`config.mk`:
```
export PLATFORM = sky130hd
export DESIGN_NAME = wordMem
export DESIGN_NICKNAME = d
export VERILOG_FILES = /design/src/logic/wordMem.sv
export SDC_FILE = /design/constraint.sdc
export NUM_CORES = 2
export LEC_CHECK = 0
export ABC_AREA = 0
export BUFFER_PORTS_ARGS = -buffer_cell sky130_fd_sc_hd__buf_4
export CAP_MARGIN = 20
export CORE_UTILIZATION = 57
export DETAILED_ROUTE_END_ITERATION = 8
export PLACE_DENSITY = 0.84
export SYNTH_ARGS = -nofsm -noshare
export SYNTH_HDL_FRONTEND = slang
export SYNTH_SLANG_ARGS = --single-unit
```
`constraint.sdc`:
```
create_clock -name clk -period 3.5 [get_ports clk]
set_clock_uncertainty 0.2 [all_clocks]
set_input_delay 0.175 -clock clk [delete_from_list [all_inputs] [get_ports clk]]
set_output_delay 0.175 -clock clk [all_outputs]
set_load 0.05 [all_outputs]
```
`src/logic/wordMem.sv`:
```
`timescale 1ns/1ps

module wordMem
#(
    parameter int  depth  = 64,
    parameter type entryT = logic [31:0]
)
(
    input  logic                     clk,
    input  logic                     wrEn,
    input  logic [$clog2(depth)-1:0] wrIdx,
    input  logic [$clog2(depth)-1:0] rdIdx,
    input  entryT                    wrData,
    output entryT                    rdData
);

    entryT mem [depth];                         // Contents undefined until written

    always_ff @(posedge clk)
    begin
        if (wrEn)
        begin
            mem[wrIdx] <= wrData;               // Visible to reads next cycle
        end
    end

    assign rdData = mem[rdIdx];                 // Asynchronous read

    // Writes never land past the last entry
    assert property (@(posedge clk)
        wrEn |-> (int'(wrIdx) < depth))
    else $error("wordMem: write index %0d outside depth %0d", wrIdx, depth);

endmodule

```
==> impl_metrics.env <==
export IMPL_synth_top_family_by_area="multiplexers"
export IMPL_yosysMostFrequentCell="edfxtp_1"
export IMPL_synth_top_area_frac=0.790
export IMPL_drive_gt1_frac=0.299
export IMPL_cts_tree="built"
export IMPL_antenna_found_initial=4
export IMPL_post_cts_buffers=0
export IMPL_tightest_slew_ns=0.919
export IMPL_viasPerCell=7.19
export IMPL_synth_fa_ha_area_frac=0
export IMPL_gp_congestion=0.802
export IMPL_first_pass_iters=5
export IMPL_yosys_most_used_dff="edfxtp_1"
export IMPL_maxCapViolCount=0
export IMPL_dieArea_um2=138000
export IMPL_grt_usage=0.319
export IMPL_grt_max_degree=65
export IMPL_port_buffers=77
export IMPL_status="finished, violations left"
export IMPL_placedCellCount=5145
export IMPL_max_slew_margin=0.386
export IMPL_vias=39688
export IMPL_antenna_cells=0
export IMPL_numCtsBuffers=184
export IMPL_drt_iter0_drc=6630
export IMPL_synth_edf_count=2048
export IMPL_clock_root_buffer="clkbuf_16"
export IMPL_drc=0
export IMPL_fmax_mhz=283
export IMPL_cp_max_fo=1
export IMPL_clkSlewWorstSetupHoldPaths_ns=0.07
export IMPL_crit_end="rdData[28]"
export IMPL_ys_warn_count=0
export IMPL_die_width_um=372
export IMPL_yosysUniqueCellTypes=33
export IMPL_synth_seq_cells=2048
export IMPL_antenna_left=0
export IMPL_cp_end_kind="output pin"
export IMPL_synth_nets=3338
export IMPL_async_flop_share=0
export IMPL_violations="negative setup slack"
export IMPL_num_io_pins=78
export IMPL_synthCells=3292
export IMPL_synth_area_leaders="edfxtp_1, mux4_2, mux2i_1"
export IMPL_required_ns=3.12
export IMPL_rsz0062_at_grt="no"
export IMPL_die_height_um=372
export IMPL_critPathKind="flop to output pin"
export IMPL_fin_ws_ns=-0.0283
export IMPL_stdcell_area_um2=88700
export IMPL_start_util=0.575
export IMPL_p_per_area_nw_per_um2=567
export IMPL_ys_seq_area_frac=0.790
export IMPL_hold_viol_final=0
export IMPL_synth_xor_xnor_area_share=0
export IMPL_tns_ns=-0.0466
export IMPL_grt_ovfl_total=0
export IMPL_grt_pass1_wl_um=302000
export IMPL_slew_violations=0
export IMPL_fin_cells=5518
export IMPL_core_area_um2=135000
export IMPL_cts_sinks=2048
export IMPL_finalSetupViolations=3
export IMPL_synth_simple_area_share=0.0128
export IMPL_grt_pass1_vias=40532
export IMPL_clockBufferDepth=3
export IMPL_fin_crit_ns=3.53
export IMPL_finalCritPeriodShare=1.01
export IMPL_routed_wl_um=216000
export IMPL_synth_common_cells="edfxtp_1, mux4_2, nor2_1, mux2i_1, o22ai_1"
export IMPL_worst_hold_slack_ns=0.132
export IMPL_fin_util=0.654
export IMPL_arrival_ns=3.15
export IMPL_fillers=7937
export IMPL_largest_register="mem"
export IMPL_muxShareOfSynthArea=0.169
export IMPL_reg_top3="mem x2048"
export IMPL_hp_class="input port to flop"
export IMPL_nets=3633
export IMPL_htree_levels=4
export IMPL_syn2layout_area_growth_pct=13.9
export IMPL_leakagePower_nw=27.6
export IMPL_synth_compound_area_frac=0.0169
export IMPL_rows=135
export IMPL_syn_area_um2=77900
export IMPL_largest_reg_flops=2048
export IMPL_avgSynthCellArea_um2=23.7
export IMPL_vdd_drop_max_mv=0.703
export IMPL_synth_top_cell_by_area="edfxtp_1"
export IMPL_worstSetupStartpointType="flop"
export IMPL_place_hpwl_um=107000
export IMPL_placed_area_um2=82300
export IMPL_crit_start="mem[11][28]$_DFFE_PP_"
export IMPL_wire_per_inst_um=39.2
-- how the worst min path moves through the flow --
stage / from / endpoint / slack, ns / depth (start not counted)
3_3_place_gp: wrData[29] / mem[44][29]$_DFFE_PP_ / 0.49 / 1
3_5_place_dp: wrData[27] / mem[45][27]$_DFFE_PP_ / 0.51 / 1
5_1_grt: wrIdx[3] / mem[36][18]$_DFFE_PP_ / 0.13 / 3
4_1_cts: wrIdx[3] / mem[36][18]$_DFFE_PP_ / 0.08 / 3
6_report: wrIdx[3] / mem[36][18]$_DFFE_PP_ / 0.13 / 3
2_1_floorplan: wrData[0] / mem[0][0]$_DFFE_PP_ / 0.07 / 0
-- timing repair --
item                                    4_1_cts  5_1_grt
hold endpoints to repair                   2142        0
endpoints found under the setup margin        6        1
resized for setup                             7        1
pin swaps                                     0        0
hold buffers                                 37        0
-- critical path, stage by stage (launching register included) --
cell and delay (ns):
edfxtp_1 0.48, mux4_2 0.59, mux2i_1 0.26, a21oi_1 0.14, a21oi_1 0.39, nor2_1 0.22, buf_4 0.24
-- layout by cell type (no fill, tap or decap), types with 4 or more instances in the layout --
master | synthesis | routed
o22ai_1 | 84 | 78
nand2_1 | 26 | 26
buf_12 | 0 | 56
clkbuf_1 | 74 | 42
dlygate4sd3_1 | 0 | 37
bufinv_16 | 0 | 19
nand3_1 | 5 | 5
mux4_2 | 544 | 544
nor2b_1 | 15 | 15
nor2_4 | 0 | 62
nor3_1 | 7 | 5
clkinv_1 | 0 | 50
nand2b_1 | 8 | 7
o22ai_2 | 0 | 5
a41o_1 | 4 | 4
clkinv_2 | 0 | 23
a311oi_1 | 8 | 8
o221ai_1 | 27 | 27
nand3b_1 | 5 | 5
clkinv_8 | 0 | 4
buf_4 | 25 | 195
edfxtp_1 | 2048 | 2048
clkbuf_16 | 0 | 189
mux2i_1 | 93 | 93
a21oi_1 | 62 | 62
inv_6 | 0 | 4
nor2_1 | 137 | 75
a22oi_1 | 12 | 12
and3_1 | 4 | 4
-- power breakdown --
group          internal [mW]  switching (mW)
clock                   11.3            8.92
sequential              27.1          0.0565
combinational           1.05            1.84
-- stage by stage --
stage / total power, mW / worst slack (ns)
after floorplan: 29.3 / 0.473
after global placement: 30.3 / 0.159
after detailed placement: 30.5 / 0.208
after CTS: 50.3 / 0.00853
after global routing: 51.3 / 0.00163
final: 50.3 / -0.0283
-- kinds of logic after synthesis --
group                  Yosys count
AO/OA/AOI/OAI                  202
buffers and inverters          182
flip-flops                    2048
multiplexers                   637
AND/OR/NAND/NOR                223
-- layout make-up --
cell class              instances  area, um2  area share
flip-flops and latches       2048      61500       0.694
multi-input cells            1062      16000       0.181
clock buffers                 231       4890      0.0551
repair buffers                291       3000      0.0338
well taps                    1781       2230      0.0251
clock inverters               105       1010      0.0114
-- layer usage --
layer,track usage,up-vias,wire length [um]
li1,-,14738,-
met1,0.413,20321,67300
met2,0.518,3877,106000
met3,0.0693,746,30300
met4,0.158,6,12200
met5,0,-,38
Note: power is estimated with default switching activity, not from simulation.
