File: src/logic/isaPkg.sv
package isaPkg;

    typedef logic [31:0] wordT;                 // Datapath word
    typedef logic [4:0]  regIdxT;               // Register file index
    typedef logic [15:0] imm16T;                // I-type immediate field
    typedef logic [25:0] jumpIdxT;              // J-type target field

    // Primary opcodes, bits 31:26
    typedef enum logic [5:0] {
        OpRType = 6'b000000,                    // Uses funct
        OpLw    = 6'b010001,                    // Load word
        OpSw    = 6'b010000,                    // Store word
        OpSubiu = 6'b001101,                    // rt = rs - imm
        OpSlti  = 6'b101010,                    // Signed set on less than
        OpBeq   = 6'b010011,                    // Branch on equal
        OpJump  = 6'b011100                     // Absolute jump in region
    } opcodeT;

    // R-type function codes, bits 5:0
    typedef enum logic [5:0] {
        FnAddu = 6'b100001,                     // Wrapping add
        FnSubu = 6'b100011,                     // Wrapping subtract
        FnAnd  = 6'b100100,
        FnOr   = 6'b100101,
        FnSlt  = 6'b101010                      // Signed compare
    } functT;

    typedef struct packed {
        opcodeT opcode;                         // 31:26
        regIdxT rs;                             // 25:21
        regIdxT rt;                             // 20:16
        regIdxT rd;                             // 15:11
        logic [4:0] shamt;                      // 10:6 no shifter in core
        functT funct;                           // 5:0
    } instrT;

    function automatic imm16T immOf(instrT instr);
        return imm16T'(instr[15:0]);            // Overlays rd, shamt, funct
    endfunction

    function automatic jumpIdxT jumpIdxOf(instrT instr);
        return jumpIdxT'(instr[25:0]);          // Everything below opcode
    endfunction

endpackage

File: src/logic/regFile.sv
`timescale 1ns/1ps

module regFile
(
    input  logic           clk,
    input  logic           rstN,
    input  isaPkg::regIdxT rdAddrA,
    input  isaPkg::regIdxT rdAddrB,
    input  isaPkg::regIdxT wrAddr,
    input  logic           wrEn,
    input  isaPkg::wordT   wrData,
    output isaPkg::wordT   rdDataA,
    output isaPkg::wordT   rdDataB
);

    import isaPkg::*;

    wordT regs [32];                            // Architectural registers

    // Synchronous write, register 0 never takes a value
    always_ff @(posedge clk)
    begin
        if (!rstN)
        begin
            for (int i = 0; i < 32; i++)
            begin
                regs[i] <= '0;                  // All registers start at zero
            end
        end
        else if (wrEn && (wrAddr != '0))
        begin
            regs[wrAddr] <= wrData;
        end
    end

    // Read ports see a write from the previous cycle
    assign rdDataA = regs[rdAddrA];
    assign rdDataB = regs[rdAddrB];

    // Register 0 stays zero through every write that targets it
    assert property (@(posedge clk) disable iff (!rstN)
        (rdAddrA == '0) |-> (rdDataA == '0))
    else $error("regFile: port A read %h from register 0", rdDataA);

    assert property (@(posedge clk) disable iff (!rstN)
        (rdAddrB == '0) |-> (rdDataB == '0))
    else $error("regFile: port B read %h from register 0", rdDataB);

endmodule

File: config.mk
export PLATFORM = sky130hd
export DESIGN_NAME = regFile
export DESIGN_NICKNAME = d
export VERILOG_FILES = /design/src/logic/isaPkg.sv /design/src/logic/regFile.sv
export SDC_FILE = /design/constraint.sdc
export NUM_CORES = 2
export LEC_CHECK = 0
export BUFFER_PORTS_ARGS = -buffer_cell sky130_fd_sc_hd__buf_2
export CORE_ASPECT_RATIO = 2
export CORE_MARGIN = 2
export CORE_UTILIZATION = 65
export CTS_BUF_LIST = sky130_fd_sc_hd__clkbuf_2 sky130_fd_sc_hd__clkbuf_4 sky130_fd_sc_hd__clkbuf_8
export CTS_CLUSTER_DIAMETER = 60
export DETAILED_ROUTE_END_ITERATION = 8
export PLACE_DENSITY_LB_ADDON = 0.15
export SLEW_MARGIN = 20
export SYNTH_ARGS = -nofsm -noshare
export SYNTH_HDL_FRONTEND = slang
export SYNTH_SLANG_ARGS = --single-unit
File: constraint.sdc
create_clock -name clk -period 3.95 [get_ports clk]
set_input_delay 0.1975 -clock clk [delete_from_list [all_inputs] [get_ports clk]]
set_output_delay 0.1975 -clock clk [all_outputs]
set_load 0.1 [all_outputs]
==> results.json <==
{
  "ant_nets": 0,
  "syn_area_sq_um": 55700,
  "die_w_microns": 211,
  "synth_area_leaders": "edfxtp_1, mux2i_1, and2_1, a22oi_1, a22o_1",
  "netlist_instances": 4609,
  "required_ns": 3.75,
  "cts_resized": 0,
  "fmax_mhz": 320,
  "ys_seq_area_share_pct": 55.2,
  "p_comb_share_pct": 15.8,
  "first_pass_iters": 6,
  "start_util_pct": 65.7,
  "yosys_warnings": 0,
  "gr-total-overflow": 0,
  "fillers": 5859,
  "finalHoldWorstSlack_ns": 0.0569,
  "largest-register": "regs",
  "cp_max_fo": 2,
  "final.period_utilization_pct": 79.0,
  "reg_top3": "regs x1024",
  "grt_usage_pct": 43.7,
  "switchingPower_mw": 7.24,
  "synth_top_area_share_pct": 55.2,
  "synth.largest_area_cell": "edfxtp_1",
  "async_flop_share_pct": 0,
  "h-tree-depth": 4,
  "rsz0062_at_grt": "no",
  "slew_headroom_pct": 20.4,
  "final_area_sq_um": 61400,
  "p_total_mw": 24.9,
  "switching_share_pct": 29.1,
  "hp-start": "wrData[6]",
  "clkTransAtPathRegs_ns": 0.07,
  "sequentialPowerShare_pct": 51.8,
  "port_buffers": 113,
  "antenna_found_initial": 17,
  "grt_pass1_wl_mm": 272,
  "synth_edf_count": 1024,
  "p_leak_nw": 24.2,
  "rows": 151,
  "postSynthAreaPerCell_sq_um": 12.1,
  "endpoint_kind": "output port",
  "peakVddDrop_mv": 0.398,
  "routedWlPerCell_microns": 33.1,
  "synth-seq-cells": 1024,
  "dpl.hpwl_mm": 115,
  "synth-main-ff-cell": "edfxtp_1",
  "drt_iter0_drc": 5613,
  "cp.arrival_ns": 2.92,
  "synthToLayoutAreaGrowth_pct": 10.2,
  "power.density_nw_per_um2": 405,
  "cts_buffers": 142,
  "drive_above_1_share_pct": 12.3,
  "start_kind": "flop",
  "maxSlewViolCount": 0,
  "postCtsSetupRepairBufs": 0,
  "min_period_ns": 3.12,
  "io_pins": 114,
  "critPathKind": "flop to output port",
  "final_util_pct": 72.4,
  "intPower_mw": 17.6,
  "wl_mm": 193,
  "vias": 41500,
  "setup-violations-final": 0,
  "cp-startpoint": "regs[2][3]",
  "clockPowerShare_pct": 32.4,
  "status": "finished, final reports clean",
  "route.detailed.drc": 0,
  "synth_cell_type_count": 32,
  "cts_tree": "built",
  "post_dp_cell_area_sq_um": 58400,
  "clock-sinks": 1024,
  "chipHeight_microns": 418,
  "report.final.hold_viol_count": 0,
  "cts_root_buffer": "clkbuf_8",
  "coreArea_sq_um": 84800,
  "gp_congestion": 0.913,
  "largest_reg_flops": 1024,
  "tns_ns": 0,
  "clockBufferDepth": 3,
  "hold_path.class": "input port to flop",
  "dieArea_sq_um": 88200,
  "grt_max_degree": 87,
  "via_per_inst": 7.11,
  "maxCapViolations": 0,
  "finalNetCount": 4702,
  "worst_pin_slew_ns": 1.19,
  "grt_pass1_vias": 41300
}
cells in the mapped netlist, types with 2 or more instances:
| library cell | number |
|---|---|
| buf_1 | 33 |
| clkbuf_1 | 254 |
| nor2b_1 | 4 |
| buf_2 | 82 |
| buf_4 | 60 |
| buf_6 | 3 |
| nand2b_1 | 4 |
| nand3b_1 | 3 |
| nand2_1 | 196 |
| nor2_2 | 7 |
| o21ai_0 | 31 |
| a31oi_1 | 64 |
| mux2i_1 | 1024 |
| clkbuf_2 | 18 |
| a22o_1 | 128 |
| or2_2 | 2 |
| and2_1 | 994 |
| nor3_1 | 64 |
| nor2_4 | 5 |
| nand3_1 | 193 |
| a22oi_1 | 192 |
| or3b_1 | 2 |
| a21oi_1 | 192 |
| edfxtp_1 | 1024 |
| nor2_1 | 23 |
per-stage QoR:
| step | instances | setup slack [ns] |
|---|---|---|
| 6_report | 5842 | 0.829 |
| 5_1_grt | 5828 | 0.867 |
| 4_1_cts | 5824 | 0.835 |
| 3_5_place_dp | 5549 | 1.20 |
| 3_3_place_gp | 5549 | 1.21 |
| 2_1_floorplan | 4640 | 0.401 |
placed cells by master, fill, tap and decap left out, types with 112 or more instances in the layout:
master,n
edfxtp_1,1024
and2_1,992
clkbuf_8,152
a21oi_1,192
nand3_1,193
buf_4,112
nand2_1,194
mux2i_1,1024
a22oi_1,192
a22o_1,128
critical path: stages, from the launching register on:
cell and delay (ns):
edfxtp_1 0.35, mux2i_1 0.10, a22o_1 0.31, nor3_1 0.60, a31oi_1 0.12, nand3_1 0.15
buf_2 0.44
logic make-up after synthesis:
family | synth area share (%)
simple gates | 15.4
flops | 55.2
compound gates | 7.32
mux | 18.4
other cells | 0.00673
buf+inv | 3.71
worst paths after layout:
path                          end  slack (ns)  depth (start not counted)
worst max-delay path   rdDataA[3]        0.83                          6
worst min-delay path  regs[30][6]        0.06                          2
power groups by stage:
stage / clock network, mW / registers [mW] / logic [mW]
floorplan: 0 / 13.0 / 2.59
detailed placement: 0 / 13.1 / 3.79
global route: 8.45 / 12.9 / 4.02
CTS: 8.02 / 12.9 / 3.83
global placement: 0 / 13.1 / 3.76
finish: 8.06 / 12.9 / 3.92
what timing repair did:
action / CTS / global route
endpoints found under the hold margin: 835 / 0
hold buffers: 30 / 0
endpoints found under the setup margin: 0 / 0
metal layers:
metal | GRT usage [%] | share of wire (%)
met5 | 0 | 0.018
met4 | 35.0 | 8.8
met3 | 10.4 | 12
met2 | 69.3 | 47
met1 | 50.8 | 33
cell type report:
class	count	area (sq um)	share of cell area (%)
Inverter	1	3.75	0.00611
Sequential cell	1024	30700	50.1
Antenna cell	18	45.0	0.0733
Multi-Input combinational cell	3165	23600	38.4
Clock inverter	55	278	0.452
Timing Repair Buffer	318	3020	4.91
Tap cell	1071	1340	2.18
Clock buffer	190	2380	3.87
(Power assumes the default switching activity.)
