`config.mk`:
```
export PLATFORM = sky130hd
export DESIGN_NAME = mainControl
export DESIGN_NICKNAME = d
export VERILOG_FILES = /design/src/logic/isaPkg.sv /design/src/logic/ctrlPkg.sv /design/src/logic/mainControl.sv
export SDC_FILE = /design/constraint.sdc
export NUM_CORES = 1
export LEC_CHECK = 0
export BUFFER_PORTS_ARGS = -buffer_cell sky130_fd_sc_hd__buf_2
export CORE_AREA = 10 10 47 49
export DETAILED_ROUTE_END_ITERATION = 16
export DIE_AREA = 0 0 57 59
export PLACE_DENSITY_LB_ADDON = 0.1
export SETUP_SLACK_MARGIN = 0.3
export SYNTH_ARGS = -nofsm -noshare
export SYNTH_HDL_FRONTEND = slang
export SYNTH_SLANG_ARGS = --single-unit
```
`constraint.sdc`:
```
create_clock -name vclk -period 1.4
set_input_delay 0.21 -clock vclk [all_inputs]
set_output_delay 0.21 -clock vclk [all_outputs]
set_load 0.02 [all_outputs]
```
`src/logic/isaPkg.sv`:
```
package isaPkg;

    typedef logic [31:0] wordT;                 // Datapath word
    typedef logic [4:0]  regIdxT;               // Register file index
    typedef logic [15:0] imm16T;                // I-type immediate field
    typedef logic [25:0] jumpIdxT;              // J-type target field

    // Primary opcodes, bits 31:26
    typedef enum logic [5:0] {
        OpRType = 6'b000000,                    // Uses funct
        OpLw    = 6'b010001,                    // Load word
        OpSw    = 6'b010000,                    // Store word
        OpSubiu = 6'b001101,                    // rt = rs - imm
        OpSlti  = 6'b101010,                    // Signed set on less than
        OpBeq   = 6'b010011,                    // Branch on equal
        OpJump  = 6'b011100                     // Absolute jump in region
    } opcodeT;

    // R-type function codes, bits 5:0
    typedef enum logic [5:0] {
        FnAddu = 6'b100001,                     // Wrapping add
        FnSubu = 6'b100011,                     // Wrapping subtract
        FnAnd  = 6'b100100,
        FnOr   = 6'b100101,
        FnSlt  = 6'b101010                      // Signed compare
    } functT;

    typedef struct packed {
        opcodeT opcode;                         // 31:26
        regIdxT rs;                             // 25:21
        regIdxT rt;                             // 20:16
        regIdxT rd;                             // 15:11
        logic [4:0] shamt;                      // 10:6 no shifter in core
        functT funct;                           // 5:0
    } instrT;

    function automatic imm16T immOf(instrT instr);
        return imm16T'(instr[15:0]);            // Overlays rd, shamt, funct
    endfunction

    function automatic jumpIdxT jumpIdxOf(instrT instr);
        return jumpIdxT'(instr[25:0]);          // Everything below opcode
    endfunction

endpackage

```
`src/logic/ctrlPkg.sv`:
```
package ctrlPkg;

    // Operation class from main control to the ALU
    typedef enum logic [1:0] {
        AluOpAdd   = 2'b00,                     // Address calc
        AluOpSub   = 2'b01,                     // SUBIU and BEQ compare
        AluOpFunct = 2'b10,                     // R-type, look at funct
        AluOpSlt   = 2'b11                      // SLTI
    } aluOpT;

    // Resolved ALU function after class and funct decode
    typedef enum logic [2:0] {
        AluAdd,
        AluSub,
        AluAnd,
        AluOr,
        AluSlt
    } aluFuncT;

endpackage

```
`src/logic/mainControl.sv`:
```
`timescale 1ns/1ps

module mainControl
(
    input  isaPkg::opcodeT opcode,
    output logic           regDst,
    output logic           branch,
    output logic           regW,
    output ctrlPkg::aluOpT aluOp,
    output logic           aluSrc,
    output logic           memW,
    output logic           memR,
    output logic           memToReg,
    output logic           jump
);

    import isaPkg::*;
    import ctrlPkg::*;

    always_comb
    begin
        // Safe defaults, anything unlisted becomes a no-op
        regDst   = 1'b0;                        // rt
        branch   = 1'b0;
        regW     = 1'b0;                        // No write back
        aluOp    = AluOpAdd;
        aluSrc   = 1'b0;                        // Register operand
        memW     = 1'b0;
        memR     = 1'b0;
        memToReg = 1'b0;                        // Result from ALU
        jump     = 1'b0;

        case (opcode)
            OpRType:
            begin
                regDst = 1'b1;                  // Result to rd
                regW   = 1'b1;
                aluOp  = AluOpFunct;            // ALU decodes funct
            end
            OpLw:
            begin
                regW     = 1'b1;                // Loaded word to rt
                aluSrc   = 1'b1;                // Base plus offset
                memR     = 1'b1;                // Only reader of dmem
                memToReg = 1'b1;
            end
            OpSw:
            begin
                aluSrc = 1'b1;                  // Base plus offset
                memW   = 1'b1;                  // Store rt
            end
            OpSubiu:
            begin
                regW   = 1'b1;
                aluOp  = AluOpSub;              // rs minus sign-extended imm
                aluSrc = 1'b1;
            end
            OpSlti:
            begin
                regW   = 1'b1;
                aluOp  = AluOpSlt;              // Signed compare against imm
                aluSrc = 1'b1;
            end
            OpBeq:
            begin
                branch = 1'b1;
                aluOp  = AluOpSub;              // rs - rt, zero means equal
                aluSrc = 1'b0;                  // Both operands from registers
            end
            OpJump:
            begin
                jump = 1'b1;                    // pcUnit builds the target
            end
            default:
            begin
                regW = 1'b0;                    // Unknown opcode, nothing changes
            end
        endcase
    end

    // A load and a store never share one instruction
    always_comb
    begin
        assert final (!(memW && memR))
        else $error("mainControl: memW and memR both set for opcode %b", opcode);
    end

endmodule

```
==> flow_summary.yaml <==
run_status:
  run_status: "complete, no violations"
floorplanning:
  dieWidth_um: 57
  initial_core_util: 0.1268
  io_pins: 16
  core.rowCount: 14
  chipHeight_um: 59
  die-area_um2: 3363
  core_area_um2: 1401
final_layout:
  n_antenna_cell: 0
  syn2layout_area_growth_pct: 209.9
  ff_latch_area_um2: 0
  final_cell_count_no_fill: 66
  multi_input_area_um2: 259.0
  num-fill-cells: 150
  fin_nets: 58
  clock_buffers: 0
  utilization: 0.3929
  seq_cells: 0
  drive_gt1_frac: 0.8600
grt:
  use_met3: 0.02575
  grt-ovfl-total: 0
  grt_max_degree: 8
  top_usage_layer: "met2"
  antenna_found_initial: 0
  grt_use_met2: 0.09302
  grt_pass1_wl_um: 1483
  grtUsageTotal: 0.04968
  grt_pass1_vias: 325
  grt_util_met1: 0.05101
sta:
  timing.fmax_mhz: 722.2
  finalSetupTns_ns: 0
  tightest_slew_ns: 0.2587
  slew_headroom: 0.8273
  setup_viol: 0
  slew_viol_final: 0
  min_period_over_period: 0.9891
  hold_viol: 0
  period_needed_ns: 1.385
  rsz0062_at_grt: "yes"
logic_synthesis:
  yosysSeqAreaShare: 0
  synth_top_family_by_area: "simple AND/OR/NAND/NOR gates"
  yosysWarnings: 0
  synth_top_area_share: 0.1127
  yosys-top-cells-count: "4 x nor3_1, 3 x nand2_1, 3 x o21ai_0, 2 x and2_1"
  synthMuxAreaShare: 0
  synthesis.area_um2: 177.7
  synth_top_cell_by_area: "nor3_1"
  synthXorXnorAreaFrac: 0
  ys_types: 17
  syn_area_per_cell_um2: 7.107
  yosysMostFrequentCell: "nor3_1"
  postSynthCellCount: 25
  synth.area.top_cells: "nor3_1 11%, o21ai_0 8.5%, a2111oi_2 8.5%"
  synthAdderAreaFrac: 0
  synth_compound_area_frac: 0.1690
  synthSimpleGateAreaFrac: 0.7254
  syn_nets: 31
drt:
  drtPass1Iterations: 1
  avgViaCountPerCell: 4.455
  vias: 294
  wirelength_um: 838
  drc: 0
  drt-initial-drc-count: 0
  drt-wirelength-per-cell_um: 12.70
  route.antenna.remaining_nets: 0
min_path:
  hold_start: "opcode[1]"
  min_path_cells: 3
  whs_endpoint: "jump"
  hp-class: "input port to output pin"
placement:
  hpwl_um: 704.8
  place_congestion: 0.7330
  placedCellCount: 65
  numPortBuffers: 16
critical_path:
  worstSetupPathType: "input port to output pin"
  crit_chain: "buf_8, or4b_4, nor3_2, buf_4"
  cp_top_family: "simple AND/OR/NAND/NOR gates"
  cp.required_ns: 1.19
  cp-end-kind: "output pin"
  cp_slowest_cell: "or4b_4"
  slowest_delay_ns: 0.58
  cp-start-kind: "input port"
  crit_path_max_fanout: 4
  cp_num_buf_inv: 2
  critical_path.startpoint: "opcode[3]"
  cp.arrival_ns: 1.17
power_and_ir_drop:
  leakage_nw: 0.2370
  power_density_nw_per_um2: 220.9
  vdd_drop_max_uv: 89.88
  total_power_mw: 0.1216
job:
  max-cap-violations: 0
cells in the final DEF, fill, tap and decap left out, drive strengths merged:
cell type,count
nand2,3
buf,27
nor3,4
nand3,1
or4b,1
o21ai,3
and2b,1
and3b,1
and4bb,1
nand4b,1
nor2,1
a2111oi,1
nor4bb,1
or3,1
and2,2
nand3b,1
worst min-delay path, stage by stage:
cell    delay [ns]
buf_4         0.12
nor3_1        0.06
buf_4         0.15
per-layer routing:
| metal | share of wire | vias to the layer above |
|---|---|---|
| met2 | 0.49 | 16 |
| met3 | 0.15 | 0 |
| met4 | 0 | 0 |
| met1 | 0.36 | 133 |
| met5 | 0 | - |
| li1 | - | 145 |
worst max path at each step:
stage,to,cells after the start
finish,memW,4
global route,memW,4
floorplan,aluOp[1],3
detailed placement,memW,4
CTS,memW,4
global placement,aluOp[0],4
cell type report:
type                       instances  share of cell area
multi-input combinational         23              0.4705
tap                               16             0.03636
timing repair buffer              27              0.4932
report_power, final:
| part | switching [mW] | internal [mW] | leakage (nW) |
|---|---|---|---|
| Combinational | 0.0530 | 0.0686 | 0.237 |
| Clock | 0 | 0 | 0 |
| Sequential | 0 | 0 | 0 |
| Total | 0.0530 | 0.0686 | 0.237 |
stage by stage:
stage,hold slack (ns),setup WS (ns),instance area (um^2)
floorplan,0.4501,0.1016,236.5
global placement,0.7926,-0.02485,392.9
detailed placement,0.7885,-0.03873,392.9
CTS,0.7508,0.006612,506.7
global route,0.7695,-0.01014,550.5
finish,0.7446,0.01530,550.5
cells by family after synthesis:
| family | count (synthesis) |
|---|---|
| AND/OR/NAND/NOR | 19 |
| buffers and inverters | 2 |
| AO/OA/AOI/OAI | 4 |
timing repair:
action / CTS / global route
resized for setup: 32 / 9
setup buffers: 0 / 1
hold buffers: 0 / 0
pin swaps: 3 / 7
setup endpoints to repair: 9 / 10
No activity file was read; power rests on OpenSTA's default activity.
