==> src/logic/isaPkg.sv <==
package isaPkg;

    typedef logic [31:0] wordT;                 // Datapath word
    typedef logic [4:0]  regIdxT;               // Register file index
    typedef logic [15:0] imm16T;                // I-type immediate field
    typedef logic [25:0] jumpIdxT;              // J-type target field

    // Primary opcodes, bits 31:26
    typedef enum logic [5:0] {
        OpRType = 6'b000000,                    // Uses funct
        OpLw    = 6'b010001,                    // Load word
        OpSw    = 6'b010000,                    // Store word
        OpSubiu = 6'b001101,                    // rt = rs - imm
        OpSlti  = 6'b101010,                    // Signed set on less than
        OpBeq   = 6'b010011,                    // Branch on equal
        OpJump  = 6'b011100                     // Absolute jump in region
    } opcodeT;

    // R-type function codes, bits 5:0
    typedef enum logic [5:0] {
        FnAddu = 6'b100001,                     // Wrapping add
        FnSubu = 6'b100011,                     // Wrapping subtract
        FnAnd  = 6'b100100,
        FnOr   = 6'b100101,
        FnSlt  = 6'b101010                      // Signed compare
    } functT;

    typedef struct packed {
        opcodeT opcode;                         // 31:26
        regIdxT rs;                             // 25:21
        regIdxT rt;                             // 20:16
        regIdxT rd;                             // 15:11
        logic [4:0] shamt;                      // 10:6 no shifter in core
        functT funct;                           // 5:0
    } instrT;

    function automatic imm16T immOf(instrT instr);
        return imm16T'(instr[15:0]);            // Overlays rd, shamt, funct
    endfunction

    function automatic jumpIdxT jumpIdxOf(instrT instr);
        return jumpIdxT'(instr[25:0]);          // Everything below opcode
    endfunction

endpackage

==> src/logic/pcUnit.sv <==
`timescale 1ns/1ps

module pcUnit
#(
    parameter int imemDepth = 64
)
(
    input  logic            clk,
    input  logic            rstN,
    input  logic            runEn,
    input  logic            branch,
    input  logic            jump,
    input  logic            zero,
    input  isaPkg::imm16T   imm16,
    input  isaPkg::jumpIdxT jumpIdx,
    output isaPkg::wordT    pc
);

    import isaPkg::*;

    wordT pcPlus4;                              // Sequential successor
    wordT branchTarget;
    wordT jumpTarget;
    wordT pcNext;

    assign pcPlus4      = pc + 32'd4;
    assign branchTarget = pcPlus4 + {{14{imm16[15]}}, imm16, 2'b00};  // Word offset
    assign jumpTarget   = {pcPlus4[31:28], jumpIdx, 2'b00};          // Same 256 MB region

    always_comb
    begin
        if (jump)
            pcNext = jumpTarget;                // Jump wins over branch
        else if (branch && zero)
            pcNext = branchTarget;              // Taken BEQ
        else
            pcNext = pcPlus4;
    end

    always_ff @(posedge clk)
    begin
        if (!rstN)
            pc <= '0;                           // Fetch starts at word 0
        else if (runEn)
            pc <= pcNext;                       // Holds while stalled
    end

    // Fetch address stays aligned and inside instruction memory
    assert property (@(posedge clk) disable iff (!rstN)
        (pc[1:0] == 2'b00) && ((pc >> 2) < imemDepth))
    else $error("pcUnit: pc %h misaligned or beyond imem", pc);

endmodule

==> config.mk <==
export PLATFORM = sky130hd
export DESIGN_NAME = pcUnit
export DESIGN_NICKNAME = d
export VERILOG_FILES = /design/src/logic/isaPkg.sv /design/src/logic/pcUnit.sv
export SDC_FILE = /design/constraint.sdc
export NUM_CORES = 1
export LEC_CHECK = 0
export ABC_CLOCK_PERIOD_IN_PS = 5800
export BUFFER_PORTS_ARGS = -buffer_cell sky130_fd_sc_hd__buf_2
export CORE_MARGIN = 8
export CORE_UTILIZATION = 55
export CTS_CLUSTER_SIZE = 8
export DETAILED_ROUTE_END_ITERATION = 16
export PLACE_DENSITY = 0.8
export SLEW_MARGIN = 20
export SYNTH_ARGS = -nofsm -noshare
export SYNTH_HDL_FRONTEND = slang
export SYNTH_SLANG_ARGS = --single-unit
==> constraint.sdc <==
create_clock -name clk -period 5.8 [get_ports clk]
set_input_delay 0.87 -clock clk [delete_from_list [all_inputs] [get_ports clk]]
set_output_delay 0.87 -clock clk [all_outputs]
set_load 0.02 [all_outputs]
==> flow_summary.ini, run 1 <==
[critical_path]
crit_required_ns = 6.03
cp_slowest_cell = o41a_1
startpoint_type = flop
critPathCaptureType = flop
cp-startpoint = pc[4]$_SDFFE_PN0P_
cp.arrival_ns = 4.36
worst_path_largest_cell_delay_ns = 0.46
path_cells = and4_1, and3_1, nand2_1, nor2_1, nand3_1, xnor2_1, ha_1, a211oi_1, nor2_1, nor4_1, o41a_1, and4_4, a311o_1, o41ai_1, mux2i_1
critPathKind = reg2reg
timing.rr.start = pc[4]$_SDFFE_PN0P_
cp_max_fo = 7
crit_top_cell = nor2_1

[cts]
cts_buffer_depth = 2
numCtsBuffers = 5
ctsResizeCount = 0
cts_tree = yes
cts-root-buf = clkbuf_8
clock_sinks = 30
clk-insertion-delay-late_ns = 0.29
postCtsSetupBuffers = 0
cts-htree-levels = 2
path_clk_slew_ns = 0.08
postCtsHoldBufs = 0

[logic_synthesis]
synth_top_family_by_area = compound AO/OA/AOI/OAI gates
yosysSeqAreaShare_pct = 15.8
yosys_most_used_dff = dfxtp_1
synth-compound-area-share_pct = 28.0
avgSynthCellArea_um2 = 7.35
synth_area_leader_cell = dfxtp_1
yosys-top-cells-area = dfxtp_1, ha_1, xnor2_1, nand2_1, a21oi_1
synth_cell_type_count = 69
muxShareOfSynthArea_pct = 1.84
yosys.area_share.simple_pct = 25.0
synthCells = 519
synth-xor-area-share_pct = 11.3
synth_edf_count = 0
yosys_warnings = 0
async_flop_share_pct = 0
synth_seq_cells = 30
synth_adder_area_share_pct = 12.7
synth_top_area_share_pct = 15.8
synth_area_um2 = 3810

[sta]
period_share_pct = 71.2
maxSlewHeadroom_pct = 44.1
worst_hold_slack_ns = 0.507
rsz0062_at_grt = no
post-route-min-period_ns = 4.13
maxSlewViolCount = 0
clock_skew_ns = 0.00988
finalSetupTns_ns = 0
setup_violations = 0
fmax_mhz = 242
hold_viol_final = 0
worst_slew_pin_slew_ns = 0.827

[route]
wl_um = 12900
dr.pass1.iters = 5
wl_per_cell_um = 19.5
ant_nets = 0
avgViaCountPerCell = 6.50
drt-initial-drc-count = 382
num_vias = 4302
drc = 0

[place]
dp_hpwl_um = 9890
portBuffers = 77
routabilityCongestion = 1.06

[layout]
drive_gt1_share_pct = 16.8
fillers = 645
n_antenna_cell = 0
largest_reg_flops = 30
final_common_cell = buf_2
fin_nets = 667
layout_common_cells = buf_2, nand2_1, nor2_1
reg_top3 = pc (30)
areaGrowthSynthToFinish_pct = 11.7
regMostFlops = pc
postLayoutCoreUtil_pct = 63.0

[die]
die_h_um = 99.3
start_util_pct = 56.4
core_um2 = 6760
rows = 30
die_w_um = 99.3
num_io_pins = 80
dieArea_um2 = 9850

[grt]
first_global_vias = 4092
antenna_found_initial = 0
grt_max_degree = 33
grt.total_usage_pct = 25.9
grt_pass1_wl_um = 20800
overflow = 0

[power_and_ir_drop]
p_per_area_nw_per_um2 = 184
total_leakage_power_nw = 1.89
ir_worst_vdd_v = 0.000110
power_w = 0.000783

[worst_hold_path]
hp-class = reg2reg
worstHoldStart = pc[31]$_SDFFE_PN0P_

[flow_run]
cap_viol_max_count = 0

[status]
outcome = finished clean
-- worst max-delay path: cells and delay by family (launching register included) --
family,cells,cell delay [ns]
and+or+nand+nor,8,1.51
AOI/OAI and AO/OA,4,1.30
DFF,1,0.44
xor gates and xnor gates,1,0.33
adders and majority gates,1,0.28
muxes,1,0.22
-- final cells by class --
cell class              instances  area (um^2)  share of cell area [%]
clock inverters                 1         5.00                   0.118
inverters                      14         52.6                    1.23
flip-flops and latches         30          601                    14.1
repair buffers                 79          400                    9.40
clock buffers                   7         86.3                    2.03
well taps                      80          100                    2.35
multi-input cells             451         3010                    70.8
-- where the power goes --
group | switching, W | internal, W
combinational | 0.000212 | 0.000138
clock | 0.0000937 | 0.0000959
sequential | 0.0000233 | 0.000221
-- logic make-up after synthesis --
logic type,after synthesis
compound gates,159
xor+xnor,49
fa+ha+maj,38
buf+inv,39
flops,30
mux,7
other cells,1
simple gates,196
-- cell usage after synthesis (all sizes together) (3+ instances only) --
| cell type | count |
|---|---|
| a2111oi | 3 |
| a211oi | 7 |
| a21o | 8 |
| a21oi | 40 |
| a22o | 3 |
| a31oi | 8 |
| a32o | 3 |
| and2 | 5 |
| and3 | 8 |
| and4 | 5 |
| buf | 10 |
| clkbuf | 15 |
| dfxtp | 30 |
| ha | 37 |
| inv | 14 |
| mux2i | 7 |
| nand2 | 60 |
| nand2b | 3 |
| nand3 | 29 |
| nand4 | 8 |
| nor2 | 45 |
| nor2b | 10 |
| nor3 | 11 |
| nor4 | 3 |
| o211ai | 14 |
| o21a | 7 |
| o21ai | 37 |
| o21bai | 3 |
| o221ai | 5 |
| o22a | 3 |
| xnor2 | 31 |
| xor2 | 18 |
-- stage by stage --
stage / area [um^2] / instances / setup WS, ns
after floorplan: 3820 / 520 / 2.01
after global placement: 4170 / 654 / 1.87
after detailed placement: 4170 / 654 / 1.74
after CTS: 4260 / 662 / 1.71
after global routing: 4260 / 662 / 1.39
final: 4260 / 662 / 1.67
-- per-layer routing --
layer  part of all wire (%)  vias up  GRT usage (%)
met4                    2.7        0           9.20
met3                     10       38           4.47
met1                     42     1969           32.9
li1                       -     2036              -
met2                     45      259           42.7
met5                      0        -              0
-- worst paths after layout --
path	slack, ns	cells after the start	to
min reg2reg	0.51	2	pc[31]$_SDFFE_PN0P_
min	0.51	2	pc[31]$_SDFFE_PN0P_
max reg2reg	1.67	15	pc[31]$_SDFFE_PN0P_
max	1.67	15	pc[31]$_SDFFE_PN0P_
Note: power is estimated with default switching activity, not from simulation.
==> run 2: changes to the inputs <==
Settings changed: ABC_CLOCK_PERIOD_IN_PS 5800 to 4200.
Clock period 5.8 ns to 4.2 ns, I/O delays scaled along.
==> run 2 against run 1 <==
First-iteration DRC count is 2.6% lower. Combinational power is 42% higher. Total power is 45% higher. Critical endpoint unchanged. Non-clock buffer count is 12 higher. Utilization is 2.4 points higher. Clock skew hardly changed. Critical path depth is 1 higher. Global-route usage is 0.050 points lower. Sequential power is 37% higher.
==> flow_summary.ini, run 2 (synthesized netlist as in run 1, its figures left out) <==
[worst_hold_path]
hp-class = reg2reg
holdPathEnd = pc[31]$_SDFFE_PN0P_
worstHoldStart = pc[31]$_SDFFE_PN0P_
hold_path_depth = 2

[critical_path]
startpoint_type = flop
r2r_setup_slack_ns = 0.27
crit_family = compound AO/OA/AOI/OAI gates
cp_slowest_cell = o41a_1
worst_path_largest_cell_delay_ns = 0.47
path_buf_inv = 1
crit_required_ns = 4.43
ff2ff_path_depth = 16
timing.rr.start = pc[13]$_SDFFE_PN0P_
r2r_end = pc[31]$_SDFFE_PN0P_
cp.arrival_ns = 4.16
critPathCaptureType = flop
crit_top_cell = nor2_1
path_cells = nand3_1, nor2_1, nand4_1, buf_4, nor2_1, nand2_1, xnor2_1, ha_1, a211oi_1, nor2_1, nor4_1, o41a_1, and4_4, a311o_1, o41ai_2, mux2i_1
critPathKind = reg2reg
cp_max_fo = 6

[place]
dp_hpwl_um = 9930
portBuffers = 77
dp_slack_ns = 0.111
routabilityCongestion = 0.976
placedInstanceArea_um2 = 4250

[cts]
clock_sinks = 30
cts-htree-levels = 2
cts_tree = yes
cts-root-buf = clkbuf_8
cts_buffer_depth = 2
postCtsHoldBufs = 0
numCtsBuffers = 5
path_clk_slew_ns = 0.08
clk-insertion-delay-late_ns = 0.29

[layout]
final_cell_area_um2 = 4420
drive_gt1_share_pct = 20.5
areaGrowthSynthToFinish_pct = 15.9
reg_top3 = pc (30)
largest_reg_flops = 30
final_common_cell = buf_2
regMostFlops = pc
postLayoutCoreUtil_pct = 65.4
n_antenna_cell = 0
fin_nets = 679
layout_common_cells = buf_2, nand2_1, nor2_1

[sta]
maxSlewHeadroom_pct = 51.1
hold_viol_final = 0
period_share_pct = 93.7
post-route-min-period_ns = 3.93
maxSlewViolCount = 0
setup_violations = 0
clock_skew_ns = 0.00988
worst_slew_pin_slew_ns = 0.732
fmax_mhz = 254
setup_ws_ns = 0.266

[route]
wl_met2_um = 6170
wl_met3_um = 1200
m1WireLength_um = 5390
avgViaCountPerCell = 6.52
dr.pass1.iters = 5
wl_um = 13100
num_vias = 4394
wl_per_cell_um = 19.4
ant_nets = 0
drt-initial-drc-count = 372
drc = 0
topRoutingLayerUsed = met4

[grt]
antenna_found_initial = 0
grt.total_usage_pct = 25.8
grt_pass1_wl_um = 21000
first_global_vias = 4171
overflow = 0
grt_max_degree = 32

[power_and_ir_drop]
total_leakage_power_nw = 1.98
p_per_area_nw_per_um2 = 257
ir_worst_vdd_v = 0.000132
power_w = 0.00113

[flow_run]
cap_viol_max_count = 0

[die]
num_io_pins = 80
start_util_pct = 56.4
die_h_um = 99.3
rows = 30
die_w_um = 99.3
core_um2 = 6760
dieArea_um2 = 9850

[status]
outcome = finished clean
## run 2: cell types whose count changed in the layout (fill, tap and decap cells not counted), sizes merged
cell	previous run	this run
bufinv	0	1
clkbuf	7	5
clkinv	1	2
buf	79	91
## run 2: area by class of cell
cell class / count / area, um^2
Clock buffer: 5 / 68.8
Inverter: 14 / 52.6
Fill cell: 638 / 2340
Multi-Input combinational cell: 451 / 3060
Clock inverter: 3 / 40.0
Sequential cell: 30 / 603
Timing Repair Buffer: 91 / 490
Tap cell: 80 / 100
## run 2: how the worst max path moves through the flow
stage                        startpoint                  end  slack [ns]  cells after the start
floorplan            pc[4]$_SDFFE_PN0P_  pc[31]$_SDFFE_PN0P_        0.41                     15
global placement     pc[4]$_SDFFE_PN0P_  pc[31]$_SDFFE_PN0P_        0.21                     15
detailed placement   pc[4]$_SDFFE_PN0P_  pc[31]$_SDFFE_PN0P_        0.11                     15
CTS                  pc[4]$_SDFFE_PN0P_  pc[31]$_SDFFE_PN0P_       0.009                     15
global route        pc[11]$_SDFFE_PN0P_  pc[31]$_SDFFE_PN0P_       -0.02                     15
finish              pc[13]$_SDFFE_PN0P_  pc[31]$_SDFFE_PN0P_        0.27                     16
## run 2: through the flow
stage | TNS, ns | hold slack, ns | std cells
4_1_cts | 0 | 0.506 | 673
6_report | 0 | 0.508 | 674
3_3_place_gp | 0 | 0.482 | 665
5_1_grt | -0.0217 | 0.543 | 674
2_1_floorplan | 0 | 0.540 | 520
3_5_place_dp | 0 | 0.496 | 665
## run 2: timing repair
action                                  4_1_cts  5_1_grt
gates resized for setup                       0       14
setup buffers                                 0        1
endpoints found under the setup margin        0        1
hold endpoints to repair                      0        0
## run 2: metal layers
layer | GRT usage (%) | vias to the layer above
met3 | 4.89 | 36
met5 | 0 | -
met2 | 43.2 | 240
met4 | 8.27 | 0
li1 | - | 2059
met1 | 32.5 | 2059
## run 2: report_power, final
| part | switching [W] | total [W] | internal [W] | leakage, nW |
|---|---|---|---|---|
| sequential | 0.0000288 | 0.000334 | 0.000306 | 0.248 |
| combinational | 0.000296 | 0.000494 | 0.000198 | 1.67 |
| clock | 0.000130 | 0.000305 | 0.000175 | 0.0579 |
| total | 0.000455 | 0.00113 | 0.000679 | 1.98 |
## run 2: worst min-delay path: stages, from the launching register on
cell and delay (ns):
dfxtp_1 0.35, nand2_1 0.06, mux2i_1 0.05
